$ cat src/verilog/mips_pkg.sv
/*
 * MIPS32 shared definitions for the decode and execute slice
 * Word and register widths, opcode and function codes, ALU operations,
 * exception codes and the two views of an instruction word
 */
`default_nettype none

package mips_pkg;

    typedef logic [31:0] data_t;
    typedef logic [31:0] addr_t;
    typedef logic [4:0]  reg_addr_t;

    // ************************************************
    // Opcode and function fields
    // ************************************************
    localparam logic [5:0] OP_SPECIAL = 6'h00;
    localparam logic [5:0] OP_ADDI    = 6'h08;
    localparam logic [5:0] OP_ADDIU   = 6'h09;
    localparam logic [5:0] OP_SLTI    = 6'h0a;
    localparam logic [5:0] OP_ANDI    = 6'h0c;
    localparam logic [5:0] OP_ORI     = 6'h0d;
    localparam logic [5:0] OP_XORI    = 6'h0e;
    localparam logic [5:0] OP_LUI     = 6'h0f;

    localparam logic [5:0] FN_SLL     = 6'h00;
    localparam logic [5:0] FN_ADD     = 6'h20;
    localparam logic [5:0] FN_ADDU    = 6'h21;
    localparam logic [5:0] FN_SUB     = 6'h22;
    localparam logic [5:0] FN_AND     = 6'h24;
    localparam logic [5:0] FN_OR      = 6'h25;
    localparam logic [5:0] FN_XOR     = 6'h26;
    localparam logic [5:0] FN_SLT     = 6'h2a;

    typedef enum logic [3:0] {
        ALU_NOP, ALU_ADD, ALU_ADDU, ALU_SUB, ALU_AND,
        ALU_OR, ALU_XOR, ALU_SLT, ALU_SLL, ALU_LUI
    } alu_op_e;

    typedef enum logic [1:0] {
        EXC_NONE = 2'd0,
        EXC_RI   = 2'd1,    // Reserved instruction
        EXC_OV   = 2'd2     // Signed arithmetic overflow
    } exc_e;

    // ************************************************
    // Instruction word, read as R-type or I-type
    // ************************************************
    typedef struct packed {
        logic [5:0] opcode;
        reg_addr_t  rs;
        reg_addr_t  rt;
        reg_addr_t  rd;
        logic [4:0] shamt;
        logic [5:0] funct;
    } r_type_t;

    typedef struct packed {
        logic [5:0]  opcode;
        reg_addr_t   rs;
        reg_addr_t   rt;
        logic [15:0] imm;
    } i_type_t;

    typedef union packed {
        r_type_t r;
        i_type_t i;
    } instr_u;

endpackage

`default_nettype wire

$ cat src/verilog/reg_file.sv
/*
 * General purpose register file
 * 31 writable registers with register 0 fixed at zero, two
 * combinational read ports and a write port that reads through
 */
`timescale 1ns/1ps
`default_nettype none

module reg_file (
    input  wire                       clk,
    input  wire                       rst,
    input  wire  mips_pkg::reg_addr_t ra1,
    input  wire  mips_pkg::reg_addr_t ra2,
    input  wire                       we,
    input  wire  mips_pkg::reg_addr_t wa,
    input  wire  mips_pkg::data_t     wd,
    output mips_pkg::data_t           rd1,
    output mips_pkg::data_t           rd2
);
    import mips_pkg::*;

    data_t regs [1:31];

    always_ff @(posedge clk, posedge rst) begin
        if (rst) begin
            for (int i = 1; i < 32; i++) begin
                regs[i] <= '0;
            end
        end else if (we && (wa != '0)) begin
            regs[wa] <= wd;
        end
    end

    // Same-cycle write is seen by the reader, so WB needs no forwarding path
    assign rd1 = (ra1 == '0) ? '0 : (we && (wa == ra1)) ? wd : regs[ra1];
    assign rd2 = (ra2 == '0) ? '0 : (we && (wa == ra2)) ? wd : regs[ra2];

    a_zero_reg: assert property (@(posedge clk) disable iff (rst)
        ((ra1 == '0) |-> (rd1 == '0)) and ((ra2 == '0) |-> (rd2 == '0)));

endmodule

`default_nettype wire

$ cat src/verilog/decode_stage.sv
/*
 * Instruction decode
 * Forms the ALU operation, operands, destination and early exception,
 * and holds back an instruction that reads the result still in EX
 */
`timescale 1ns/1ps
`default_nettype none

module decode_stage (
    input  wire  mips_pkg::instr_u    instr,
    input  wire  mips_pkg::addr_t     instr_pc,
    input  wire                       instr_valid,
    input  wire                       flush,
    input  wire  mips_pkg::data_t     rd1,
    input  wire  mips_pkg::data_t     rd2,
    input  wire  mips_pkg::reg_addr_t ex_wraddr,
    input  wire                       ex_wreg,
    output mips_pkg::reg_addr_t       ra1,
    output mips_pkg::reg_addr_t       ra2,
    output logic                      stall,
    output logic                      bubble,
    output mips_pkg::addr_t           id_pc,
    output mips_pkg::alu_op_e         id_aluop,
    output mips_pkg::data_t           id_opr1,
    output mips_pkg::data_t           id_opr2,
    output mips_pkg::reg_addr_t       id_wraddr,
    output logic                      id_wreg,
    output mips_pkg::exc_e            id_excp
);
    import mips_pkg::*;

    logic  use_rs;
    logic  use_rt;
    logic  zero_ext;
    logic  hazard;
    data_t imm_sext;
    data_t imm_zext;

    assign ra1   = instr.r.rs;
    assign ra2   = instr.r.rt;
    assign id_pc = instr_pc;

    assign imm_sext = {{16{instr.i.imm[15]}}, instr.i.imm};
    assign imm_zext = {16'h0000, instr.i.imm};

    always_comb begin
        id_aluop  = ALU_NOP;
        id_opr1   = rd1;
        id_opr2   = rd2;
        id_wraddr = instr.i.rt;     // I-type writes rt
        id_wreg   = 1'b0;
        id_excp   = EXC_RI;
        use_rs    = 1'b0;
        use_rt    = 1'b0;
        zero_ext  = 1'b0;
        case (instr.r.opcode)
            OP_SPECIAL: begin
                id_wraddr = instr.r.rd;
                use_rs    = 1'b1;
                use_rt    = 1'b1;
                case (instr.r.funct)
                    FN_ADD:  id_aluop = ALU_ADD;
                    FN_ADDU: id_aluop = ALU_ADDU;
                    FN_SUB:  id_aluop = ALU_SUB;
                    FN_AND:  id_aluop = ALU_AND;
                    FN_OR:   id_aluop = ALU_OR;
                    FN_XOR:  id_aluop = ALU_XOR;
                    FN_SLT:  id_aluop = ALU_SLT;
                    FN_SLL: begin
                        id_aluop = ALU_SLL;
                        id_opr1  = {27'd0, instr.r.shamt};
                        use_rs   = 1'b0;
                    end
                    default: ;
                endcase
            end
            OP_ADDI:  id_aluop = ALU_ADD;
            OP_ADDIU: id_aluop = ALU_ADDU;
            OP_SLTI:  id_aluop = ALU_SLT;
            OP_ANDI: begin
                id_aluop = ALU_AND;
                zero_ext = 1'b1;
            end
            OP_ORI: begin
                id_aluop = ALU_OR;
                zero_ext = 1'b1;
            end
            OP_XORI: begin
                id_aluop = ALU_XOR;
                zero_ext = 1'b1;
            end
            OP_LUI: begin
                id_aluop = ALU_LUI;
                zero_ext = 1'b1;
            end
            default: ;
        endcase

        if (instr.r.opcode != OP_SPECIAL) begin
            id_opr2 = zero_ext ? imm_zext : imm_sext;
            use_rs  = (id_aluop != ALU_LUI);
        end

        // A recognised encoding always leaves a non-NOP operation behind
        if (id_aluop != ALU_NOP) begin
            id_wreg = 1'b1;
            id_excp = EXC_NONE;
        end else begin
            use_rs = 1'b0;
            use_rt = 1'b0;
        end
    end

    assign hazard = ex_wreg && (ex_wraddr != '0)
                  && ((use_rs && (instr.r.rs == ex_wraddr))
                  ||  (use_rt && (instr.r.rt == ex_wraddr)));

    assign stall  = instr_valid && !flush && hazard;    // A flushed word may be dropped at once
    assign bubble = flush || stall || !instr_valid;

endmodule

`default_nettype wire

$ cat src/verilog/reg_id_ex.sv
/*
 * ID/EX pipeline register
 * Loads the decoded instruction, holds it on a stall and turns it
 * into a bubble on a flush
 */
`timescale 1ns/1ps
`default_nettype none

module reg_id_ex (
    input  wire                       clk,
    input  wire                       rst,
    input  wire                       stall,
    input  wire                       flush,
    input  wire  mips_pkg::addr_t     id_pc,
    input  wire  mips_pkg::alu_op_e   id_aluop,
    input  wire  mips_pkg::data_t     id_opr1,
    input  wire  mips_pkg::data_t     id_opr2,
    input  wire  mips_pkg::reg_addr_t id_wraddr,
    input  wire                       id_wreg,
    input  wire  mips_pkg::exc_e      id_excp,
    output mips_pkg::addr_t           ex_pc,
    output mips_pkg::alu_op_e         ex_aluop,
    output mips_pkg::data_t           ex_opr1,
    output mips_pkg::data_t           ex_opr2,
    output mips_pkg::reg_addr_t       ex_wraddr,
    output logic                      ex_wreg,
    output mips_pkg::exc_e            ex_excp
);
    import mips_pkg::*;

    always_ff @(posedge clk, posedge rst) begin
        if (rst) begin
            ex_pc     <= '0;
            ex_aluop  <= ALU_NOP;
            ex_opr1   <= '0;
            ex_opr2   <= '0;
            ex_wraddr <= '0;
            ex_wreg   <= 1'b0;
            ex_excp   <= EXC_NONE;
        end else if (flush) begin
            ex_pc     <= '0;
            ex_aluop  <= ALU_NOP;
            ex_opr1   <= '0;
            ex_opr2   <= '0;
            ex_wraddr <= '0;
            ex_wreg   <= 1'b0;
            ex_excp   <= EXC_NONE;
        end else if (!stall) begin
            ex_pc     <= id_pc;
            ex_aluop  <= id_aluop;
            ex_opr1   <= id_opr1;
            ex_opr2   <= id_opr2;
            ex_wraddr <= id_wraddr;
            ex_wreg   <= id_wreg;
            ex_excp   <= id_excp;
        end
        // Stall without flush keeps the current contents
    end

    a_flush_bubble: assert property (@(posedge clk) disable iff (rst)
        flush |=> !ex_wreg);

endmodule

`default_nettype wire

$ cat src/verilog/execute_stage.sv
/*
 * Execute stage
 * ALU with signed overflow detection, followed by the register that
 * holds the writeback record and any exception
 */
`timescale 1ns/1ps
`default_nettype none

module execute_stage (
    input  wire                       clk,
    input  wire                       rst,
    input  wire  mips_pkg::addr_t     ex_pc,
    input  wire  mips_pkg::alu_op_e   ex_aluop,
    input  wire  mips_pkg::data_t     ex_opr1,
    input  wire  mips_pkg::data_t     ex_opr2,
    input  wire  mips_pkg::reg_addr_t ex_wraddr,
    input  wire                       ex_wreg,
    input  wire  mips_pkg::exc_e      ex_excp,
    output logic                      wb_en,
    output mips_pkg::reg_addr_t       wb_addr,
    output mips_pkg::data_t           wb_data,
    output mips_pkg::exc_e            excp,
    output mips_pkg::addr_t           excp_pc
);
    import mips_pkg::*;

    data_t sum;
    data_t diff;
    data_t result;
    logic  overflow;
    exc_e  excp_next;

    assign sum  = ex_opr1 + ex_opr2;
    assign diff = ex_opr1 - ex_opr2;

    always_comb begin
        case (ex_aluop)
            ALU_ADD, ALU_ADDU: result = sum;
            ALU_SUB:           result = diff;
            ALU_AND:           result = ex_opr1 & ex_opr2;
            ALU_OR:            result = ex_opr1 | ex_opr2;
            ALU_XOR:           result = ex_opr1 ^ ex_opr2;
            ALU_SLT:           result = {31'd0, $signed(ex_opr1) < $signed(ex_opr2)};
            ALU_SLL:           result = ex_opr2 << ex_opr1[4:0];
            ALU_LUI:           result = {ex_opr2[15:0], 16'h0000};
            default:           result = '0;
        endcase
    end

    // Overflow when the operand signs agree (add) or differ (sub) and the result sign flips
    always_comb begin
        case (ex_aluop)
            ALU_ADD: overflow = (ex_opr1[31] == ex_opr2[31]) && (sum[31] != ex_opr1[31]);
            ALU_SUB: overflow = (ex_opr1[31] != ex_opr2[31]) && (diff[31] != ex_opr1[31]);
            default: overflow = 1'b0;
        endcase
    end

    assign excp_next = (ex_excp != EXC_NONE) ? ex_excp : (overflow ? EXC_OV : EXC_NONE);

    // ************************************************
    // Writeback record
    // ************************************************
    always_ff @(posedge clk, posedge rst) begin
        if (rst) begin
            wb_en   <= 1'b0;
            wb_addr <= '0;
            wb_data <= '0;
            excp    <= EXC_NONE;
            excp_pc <= '0;
        end else begin
            wb_en   <= ex_wreg && (excp_next == EXC_NONE);
            wb_addr <= ex_wraddr;
            wb_data <= result;
            excp    <= excp_next;
            excp_pc <= ex_pc;
        end
    end

    a_no_write_on_exc: assert property (@(posedge clk) disable iff (rst)
        wb_en |-> (excp == EXC_NONE));

endmodule

`default_nettype wire

$ cat src/verilog/mips_id_ex_core.sv
/*
 * Decode and execute slice of a MIPS32 integer pipeline
 * Register file, decoder, ID/EX register and execute stage
 */
`timescale 1ns/1ps
`default_nettype none

module mips_id_ex_core (
    input  wire                       clk,
    input  wire                       rst,
    input  wire  mips_pkg::instr_u    instr,
    input  wire  mips_pkg::addr_t     instr_pc,
    input  wire                       instr_valid,
    input  wire                       flush,
    output logic                      stall,
    output logic                      wb_en,
    output mips_pkg::reg_addr_t       wb_addr,
    output mips_pkg::data_t           wb_data,
    output mips_pkg::exc_e            excp,
    output mips_pkg::addr_t           excp_pc
);
    import mips_pkg::*;

    reg_addr_t ra1, ra2;
    data_t     rd1, rd2;
    logic      bubble;

    addr_t     id_pc, ex_pc;
    alu_op_e   id_aluop, ex_aluop;
    data_t     id_opr1, ex_opr1;
    data_t     id_opr2, ex_opr2;
    reg_addr_t id_wraddr, ex_wraddr;
    logic      id_wreg, ex_wreg;
    exc_e      id_excp, ex_excp;

    reg_file u_reg_file (
        .clk (clk), .rst (rst),
        .ra1 (ra1), .ra2 (ra2),
        .we  (wb_en), .wa (wb_addr), .wd (wb_data),     // Written from the WB record
        .rd1 (rd1), .rd2 (rd2)
    );

    decode_stage u_decode (
        .instr       (instr),
        .instr_pc    (instr_pc),
        .instr_valid (instr_valid),
        .flush       (flush),
        .rd1 (rd1), .rd2 (rd2),
        .ex_wraddr (ex_wraddr), .ex_wreg (ex_wreg),
        .ra1 (ra1), .ra2 (ra2),
        .stall (stall), .bubble (bubble),
        .id_pc (id_pc), .id_aluop (id_aluop),
        .id_opr1 (id_opr1), .id_opr2 (id_opr2),
        .id_wraddr (id_wraddr), .id_wreg (id_wreg), .id_excp (id_excp)
    );

    // Every stall also raises bubble, so a stalled word is never issued twice
    reg_id_ex u_reg_id_ex (
        .clk (clk), .rst (rst),
        .stall (stall), .flush (bubble),
        .id_pc (id_pc), .id_aluop (id_aluop),
        .id_opr1 (id_opr1), .id_opr2 (id_opr2),
        .id_wraddr (id_wraddr), .id_wreg (id_wreg), .id_excp (id_excp),
        .ex_pc (ex_pc), .ex_aluop (ex_aluop),
        .ex_opr1 (ex_opr1), .ex_opr2 (ex_opr2),
        .ex_wraddr (ex_wraddr), .ex_wreg (ex_wreg), .ex_excp (ex_excp)
    );

    execute_stage u_execute (
        .clk (clk), .rst (rst),
        .ex_pc (ex_pc), .ex_aluop (ex_aluop),
        .ex_opr1 (ex_opr1), .ex_opr2 (ex_opr2),
        .ex_wraddr (ex_wraddr), .ex_wreg (ex_wreg), .ex_excp (ex_excp),
        .wb_en (wb_en), .wb_addr (wb_addr), .wb_data (wb_data),
        .excp (excp), .excp_pc (excp_pc)
    );

endmodule

`default_nettype wire

$ cat config.mk
export PLATFORM = sky130hd
export DESIGN_NAME = mips_id_ex_core
export DESIGN_NICKNAME = d
export VERILOG_FILES = /design/src/verilog/mips_pkg.sv /design/src/verilog/reg_file.sv /design/src/verilog/decode_stage.sv /design/src/verilog/reg_id_ex.sv /design/src/verilog/execute_stage.sv /design/src/verilog/mips_id_ex_core.sv
export SDC_FILE = /design/constraint.sdc
export NUM_CORES = 2
export LEC_CHECK = 0
export BUFFER_PORTS_ARGS = -buffer_cell sky130_fd_sc_hd__buf_2
export CORE_MARGIN = 1
export CORE_UTILIZATION = 50
export DETAILED_ROUTE_END_ITERATION = 8
export GPL_TIMING_DRIVEN = 0
export PLACE_DENSITY = 0.65
export SYNTH_ARGS = -nofsm -noshare
export SYNTH_HDL_FRONTEND = slang
export SYNTH_SLANG_ARGS = --single-unit
export TNS_END_PERCENT = 30
$ cat constraint.sdc
create_clock -name clk -period 53.2 [get_ports clk]
set_input_delay 15.96 -clock clk [delete_from_list [all_inputs] [get_ports clk]]
set_output_delay 15.96 -clock clk [all_outputs]
set_load 0.03 [all_outputs]
# After elaboration in Yosys (flattened, before gate mapping)
# Cells that the tools add are included.
[op_classes] n_mux=47 n_lt_le_gt_ge=5 div=0 n_shift=1 reduce_logical=30 bitwise_logic=6 eq_ne=33 add_sub_neg=2 mul=0
[op_table] op="$bwmux 992" n=1
[op_table] op="$mux 32" n=19
[op_table] op="$bmux 32 s5" n=2
[op_table] op="$pmux 32 s8" n=1
[op_table] op="$demux 32 s5" n=1
[op_table] op="$pmux 4 s8" n=2
[op_table] op="$eq 6x4->1 const B" n=7
[op_table] op="$eq 6x6->1 const B" n=7
[op_table] op="$add 32x32->32" n=1
[op_table] op="$and 32x32->32" n=1
[op_table] op="$lt 32x32->1" n=1
[op_table] op="$or 32x32->32" n=1
[op_table] op="$shl 32x5->32" n=1
[op_table] op="$sub 32x32->32" n=1
[op_table] op="$xor 32x32->32" n=1
[op_table] op="$eq 5x5->1" n=4
[op_table] op="$ge 6x6->1 const B" n=3
[op_table] op="$not 5->6" n=3
[op_table] op="$eq 4x3->1 const B" n=4
[op_table] op="$mux 5" n=3
[op_table] op="$logic_and 1x1->1" n=13
[op_table] op="$logic_not 6->1" n=2
[op_table] op="$mux 1" n=11
[op_table] op="$logic_not 5->1" n=2
[op_table] op="20 further kinds" n=32
[totals] n_memories=0 reg_bits=1172 out_inout_bits=73 latchBits=0 inputBits=68 romBits=0 wordCells=167 ram_bits=0

# Depth between registers and ports, before layout
[logic_depth] depth_word=13 ltp_mapped=17 depth_no_buf=13

# Hierarchy
# A second synthesis with hierarchy kept.
[hier_totals] cells_unflattened=5417 area_unflattened_um2=68674.6
[modules_own_cells] module="reg_file" seq_area_each_um2=24823.8 area_per_inst_um2=53996.8 cells_per_inst=3674 instances=1
[modules_own_cells] module="execute_stage" seq_area_each_um2=1801.7 area_per_inst_um2=8907.3 cells_per_inst=1163 instances=1
[modules_own_cells] module="reg_id_ex" seq_area_each_um2=2702.6 area_per_inst_um2=4351.7 cells_per_inst=349 instances=1
[modules_own_cells] module="decode_stage" seq_area_each_um2=0.0 area_per_inst_um2=1418.9 cells_per_inst=231 instances=1

# Worst setup path after synthesis
# No wires, ideal clock.
[synth_path] path_type="input-to-output" from="input port instr[31] (netlist name)" to="output port stall" setup_slack_ps=19232 path_stages=6 arrival_time_ps=18008 path_buffers=0 required_ps=37240 cell_sequence="nor2_1 nand3_2 nor3_2 or2_2 nor4_1 nor4_1"
[synth_between] elab_chain_len=9 elab_cells_between_ends=22 cone_classes="eq/ne (8); mux (6); reduce/logical (8)"
[synth_rtl] element="start, declared" line="mips_id_ex_core.sv:11" rtl="input wire mips_pkg::instr_u instr,"
[synth_rtl] element="$eq 6x4->1 or $logic_not 6->1 (tied branches)" line="decode_stage.sv:56" rtl="case (instr.r.opcode)"
[synth_rtl] element="$pmux 4 s8" line="decode_stage.sv:56"
[synth_rtl] element="$ne 4x4->1" line="decode_stage.sv:101" rtl="use_rs = (id_aluop != ALU_LUI);"
[synth_rtl] element="$mux 1" line="decode_stage.sv:99" rtl="if (instr.r.opcode != OP_SPECIAL) begin"
[synth_rtl] element="$mux 1" line="decode_stage.sv:105" rtl="if (id_aluop != ALU_NOP) begin"
[synth_rtl] element="$logic_and 1x1->1" line="decode_stage.sv:115" rtl="&& ((use_rs && (instr.r.rs == ex_wraddr))"
[synth_rtl] element="$logic_or 1x1->1 (*)" line="decode_stage.sv:116" rtl="|| (use_rt && (instr.r.rt == ex_wraddr)));"
[synth_rtl] element="$logic_and 1x1->1 (*)" line="decode_stage.sv:115"
[synth_rtl] element="$logic_and 1x1->1 (*)" line="decode_stage.sv:118" rtl="assign stall = instr_valid && !flush && hazard;"
[synth_rtl] element="end, declared" line="mips_id_ex_core.sv:15" rtl="output logic stall,"
# Mark *: on every way between the ends. The rest lies on a longest branch, timed or not.

# Worst setup path after layout
[layout_path] from="input port instr[17] (netlist name)" to="output port stall"
[layout_between] elab_chain_len=5
[layout_rtl] element="$eq 5x5->1" line="decode_stage.sv:116"
[layout_rtl] element="$logic_and 1x1->1" line="decode_stage.sv:116"
[layout_rtl] element="$logic_or 1x1->1" line="decode_stage.sv:116"
[layout_rtl] element="$logic_and 1x1->1" line="decode_stage.sv:115"
[layout_rtl] element="$logic_and 1x1->1" line="decode_stage.sv:118"
# Every way passes these cells.

==> results_dict.tcl <==
set metrics [dict create \
    async_flop_share_pct 100.0 \
    drt_wl_total_mm 243.1 \
    yosys_warnings 0 \
    cts.sinks 1171 \
    grt_max_degree 131 \
    yosys.area_share.simple_pct 3.765 \
    synth_top_area_share_pct 44.62 \
    ys_seq_elements 1171 \
    synth_area_leaders "dfrtp_1 45%, mux4_2 21%, mux2_2 18%" \
    slew_viol_final 43 \
    root_buffer "clkbuf_16" \
    cts_made_buffers 132 \
    hold_class "register to register" \
    cts_tree "built" \
    first_pass_iters 9 \
    vias_per_cell 6.962 \
    dieArea_sq_um 132800 \
    cp-start-kind "input pin" \
    p_per_area_nw_per_um2 26.95 \
    tns_ps 0 \
    worst_ep_arrival_time_ps 18640 \
    drive_above_1_share_pct 41.05 \
    leakagePower_nw 33.31 \
    drtIter0Drc 6641 \
    crit_required_ps 37240 \
    ys_types 84 \
    vias 47439 \
    min_period_ps 34600 \
    drc_errors 1 \
    fmax_ghz 0.02890 \
    h-tree-depth 4 \
    chipWidth_microns 364.4 \
    layout.nets 5131 \
    synth.yosys.seq_area_share_pct 44.62 \
    cp-end-kind "output port" \
    reg2reg_from "u_reg_id_ex.ex_opr1[2]" \
    postCtsSetupRepairBufs 0 \
    yosysTopAreaCell "dfrtp_1" \
    hold_violations 0 \
    crit_path_start "instr[17]" \
    hold_start "u_reg_id_ex.ex_pc[26]" \
    fin_util_pct 56.27 \
    io_pins 141 \
    antenna_found_initial 15 \
    max_slew.worst_pin.slew_ps 1625 \
    grt_overflow 0 \
    synth_compound_area_share_pct 5.826 \
    final_area_sq_um 73130 \
    cp_max_fo 10 \
    gp_congestion 1.003 \
    clk_latency_ps 800 \
    port_buffers 130 \
    synth-xor-area-share_pct 0.3067 \
    initial_core_util_pct 50.53 \
    setup_violations 0 \
    syn_avg_cell_area_sq_um 14.01 \
    synth_mux_area_share_pct 40.29 \
    synth_top_family_by_area "multiplexers" \
    postSynthCellCount 4688 \
    clkSlewWorstSetupHoldPaths_ps 50 \
    hold_buffers 0 \
    syn_area_sq_um 65670 \
    cts_resized 0 \
    final_antenna_net_count 0 \
    clockBufferDepth 3 \
    maxSlewHeadroom_pct -8.357 \
    synth_edf_count 0 \
    status "finished, violations left" \
    core.rowCount 132 \
    synth_adder_area_share_pct 1.890 \
    design.core.area_sq_um 130000 \
    synth_ff_type "dfrtp_1" \
    fin_crit_sh_pct 65.04 \
    violations "DRC, capacitance limit, slew limit" \
    chipHeight_microns 364.4 \
    criticalPathCategory "input pin to output port" \
    hpwl_mm 175.6 \
    maxCapViolations 4 \
    clock_skew_ps 31.00 \
    rsz0062_at_grt "no" \
    totalPowerFinal_mw 1.971 \
    syn_nets 4854 \
    grt_first_pass_wirelength_mm 347.6 \
    track_usage_pct 37.17 \
    placed_area_sq_um 68820 \
    syn2layout_area_growth_pct 11.36 \
    grt_pass1_vias 47410 \
    hold_slack_ps 345.0 \
    vdd_ir_drop_max_uv 23.04 \
    wire_per_inst_microns 35.68 \
]
-- stage by stage --
| stage | instances | worst slack, ps |
|---|---|---|
| 6_report | 6814 | 18600 |
| 5_1_grt | 6804 | 18540 |
| 4_1_cts | 6802 | 18720 |
| 3_5_place_dp | 6571 | 18720 |
| 3_3_place_gp | 6560 | -8606 |
| 2_1_floorplan | 4688 | 4256 |
-- flip-flops by register name, summed over array words and instances (netlist names), 5 cells and up --
register,count
u_reg_file.regs,992
u_execute.excp_pc,32
u_execute.wb_data,32
u_reg_id_ex.ex_opr1,32
u_reg_id_ex.ex_opr2,32
u_reg_id_ex.ex_pc,32
u_execute.wb_addr,5
u_reg_id_ex.ex_wraddr,5
-- cells in the mapped netlist (11+ instances only) --
cell type,number
a211oi_1,16
a21o_1,19
a21oi_1,160
a221o_1,11
a221oi_1,34
a22o_1,64
a22oi_1,20
a31oi_1,16
and2_1,45
and3_1,14
buf_1,104
buf_2,42
clkbuf_1,301
dfrtp_1,1171
ha_1,96
inv_1,104
mux2_2,1062
mux2i_1,88
mux4_2,600
nand2_1,145
nand2b_1,19
nand3_1,17
nor2_1,190
nor2b_1,12
nor3_1,30
nor4_1,11
o211ai_1,20
o21a_1,12
o21ai_0,73
o221ai_1,18
o22ai_1,17
xor2_1,15
-- path summary, 6_finish.rpt --
path,endpoint,slack (ps),depth (start not counted)
max,stall,18600,6
min,u_execute.excp_pc[26],340,0
max reg2reg,u_execute.wb_en,47470,14
min reg2reg,u_execute.excp_pc[26],340,0
max in group asynchronous,u_reg_file.regs[184],35430,6
min in group asynchronous,u_reg_id_ex.ex_pc[19],15250,2
-- worst max-delay path, cell delays in order --
cell      delay, ps
buf_2           420
clkbuf_1       1150
xnor2_1         210
a31oi_1         150
nor4_1          420
buf_2           290
-- where the power goes --
group          switching, mW  leakage (nW)  internal [mW]
Sequential            0.0109          16.3          0.897
Clock                  0.387          2.09          0.528
Combinational          0.106          14.9         0.0429
-- final cells by class --
type,count,area [sq um]
antenna,10,25.02
buffer,453,1782
clock buffer,193,3815
clock inverter,38,441.7
fill,10555,56850
inverter,106,405.4
multi-input combinational,2958,34200
sequential,1171,29300
tap,1742,2180
timing repair buffer,143,983.4
-- cell families after synthesis --
logic type | after synthesis
AO/OA/AOI/OAI | 553
XOR/XNOR | 23
adder cells (fa/ha/maj) | 98
buffers and inverters | 559
flip-flops | 1171
multiplexers | 1754
AND/OR/NAND/NOR | 530
-- metal layers --
| metal | global-route usage (%) | part of all wire, % |
|---|---|---|
| met1 | 49.38 | 38 |
| met2 | 54.81 | 44 |
| met3 | 12.71 | 13 |
| met4 | 17.69 | 5.3 |
| met5 | 0 | 0.019 |
-- placed cells by master (no fill, tap or decap), types with 103 or more instances in the layout --
| cell type | netlist | layout |
|---|---|---|
| mux2_2 | 1062 | 1062 |
| nor2_1 | 190 | 190 |
| mux4_2 | 600 | 600 |
| dfrtp_1 | 1171 | 1171 |
| nand2_1 | 145 | 145 |
| a21oi_1 | 160 | 160 |
| clkbuf_16 | 0 | 134 |
| inv_1 | 104 | 103 |
| clkbuf_1 | 301 | 335 |
| buf_2 | 42 | 176 |
Note: power is estimated with default switching activity, not from simulation.
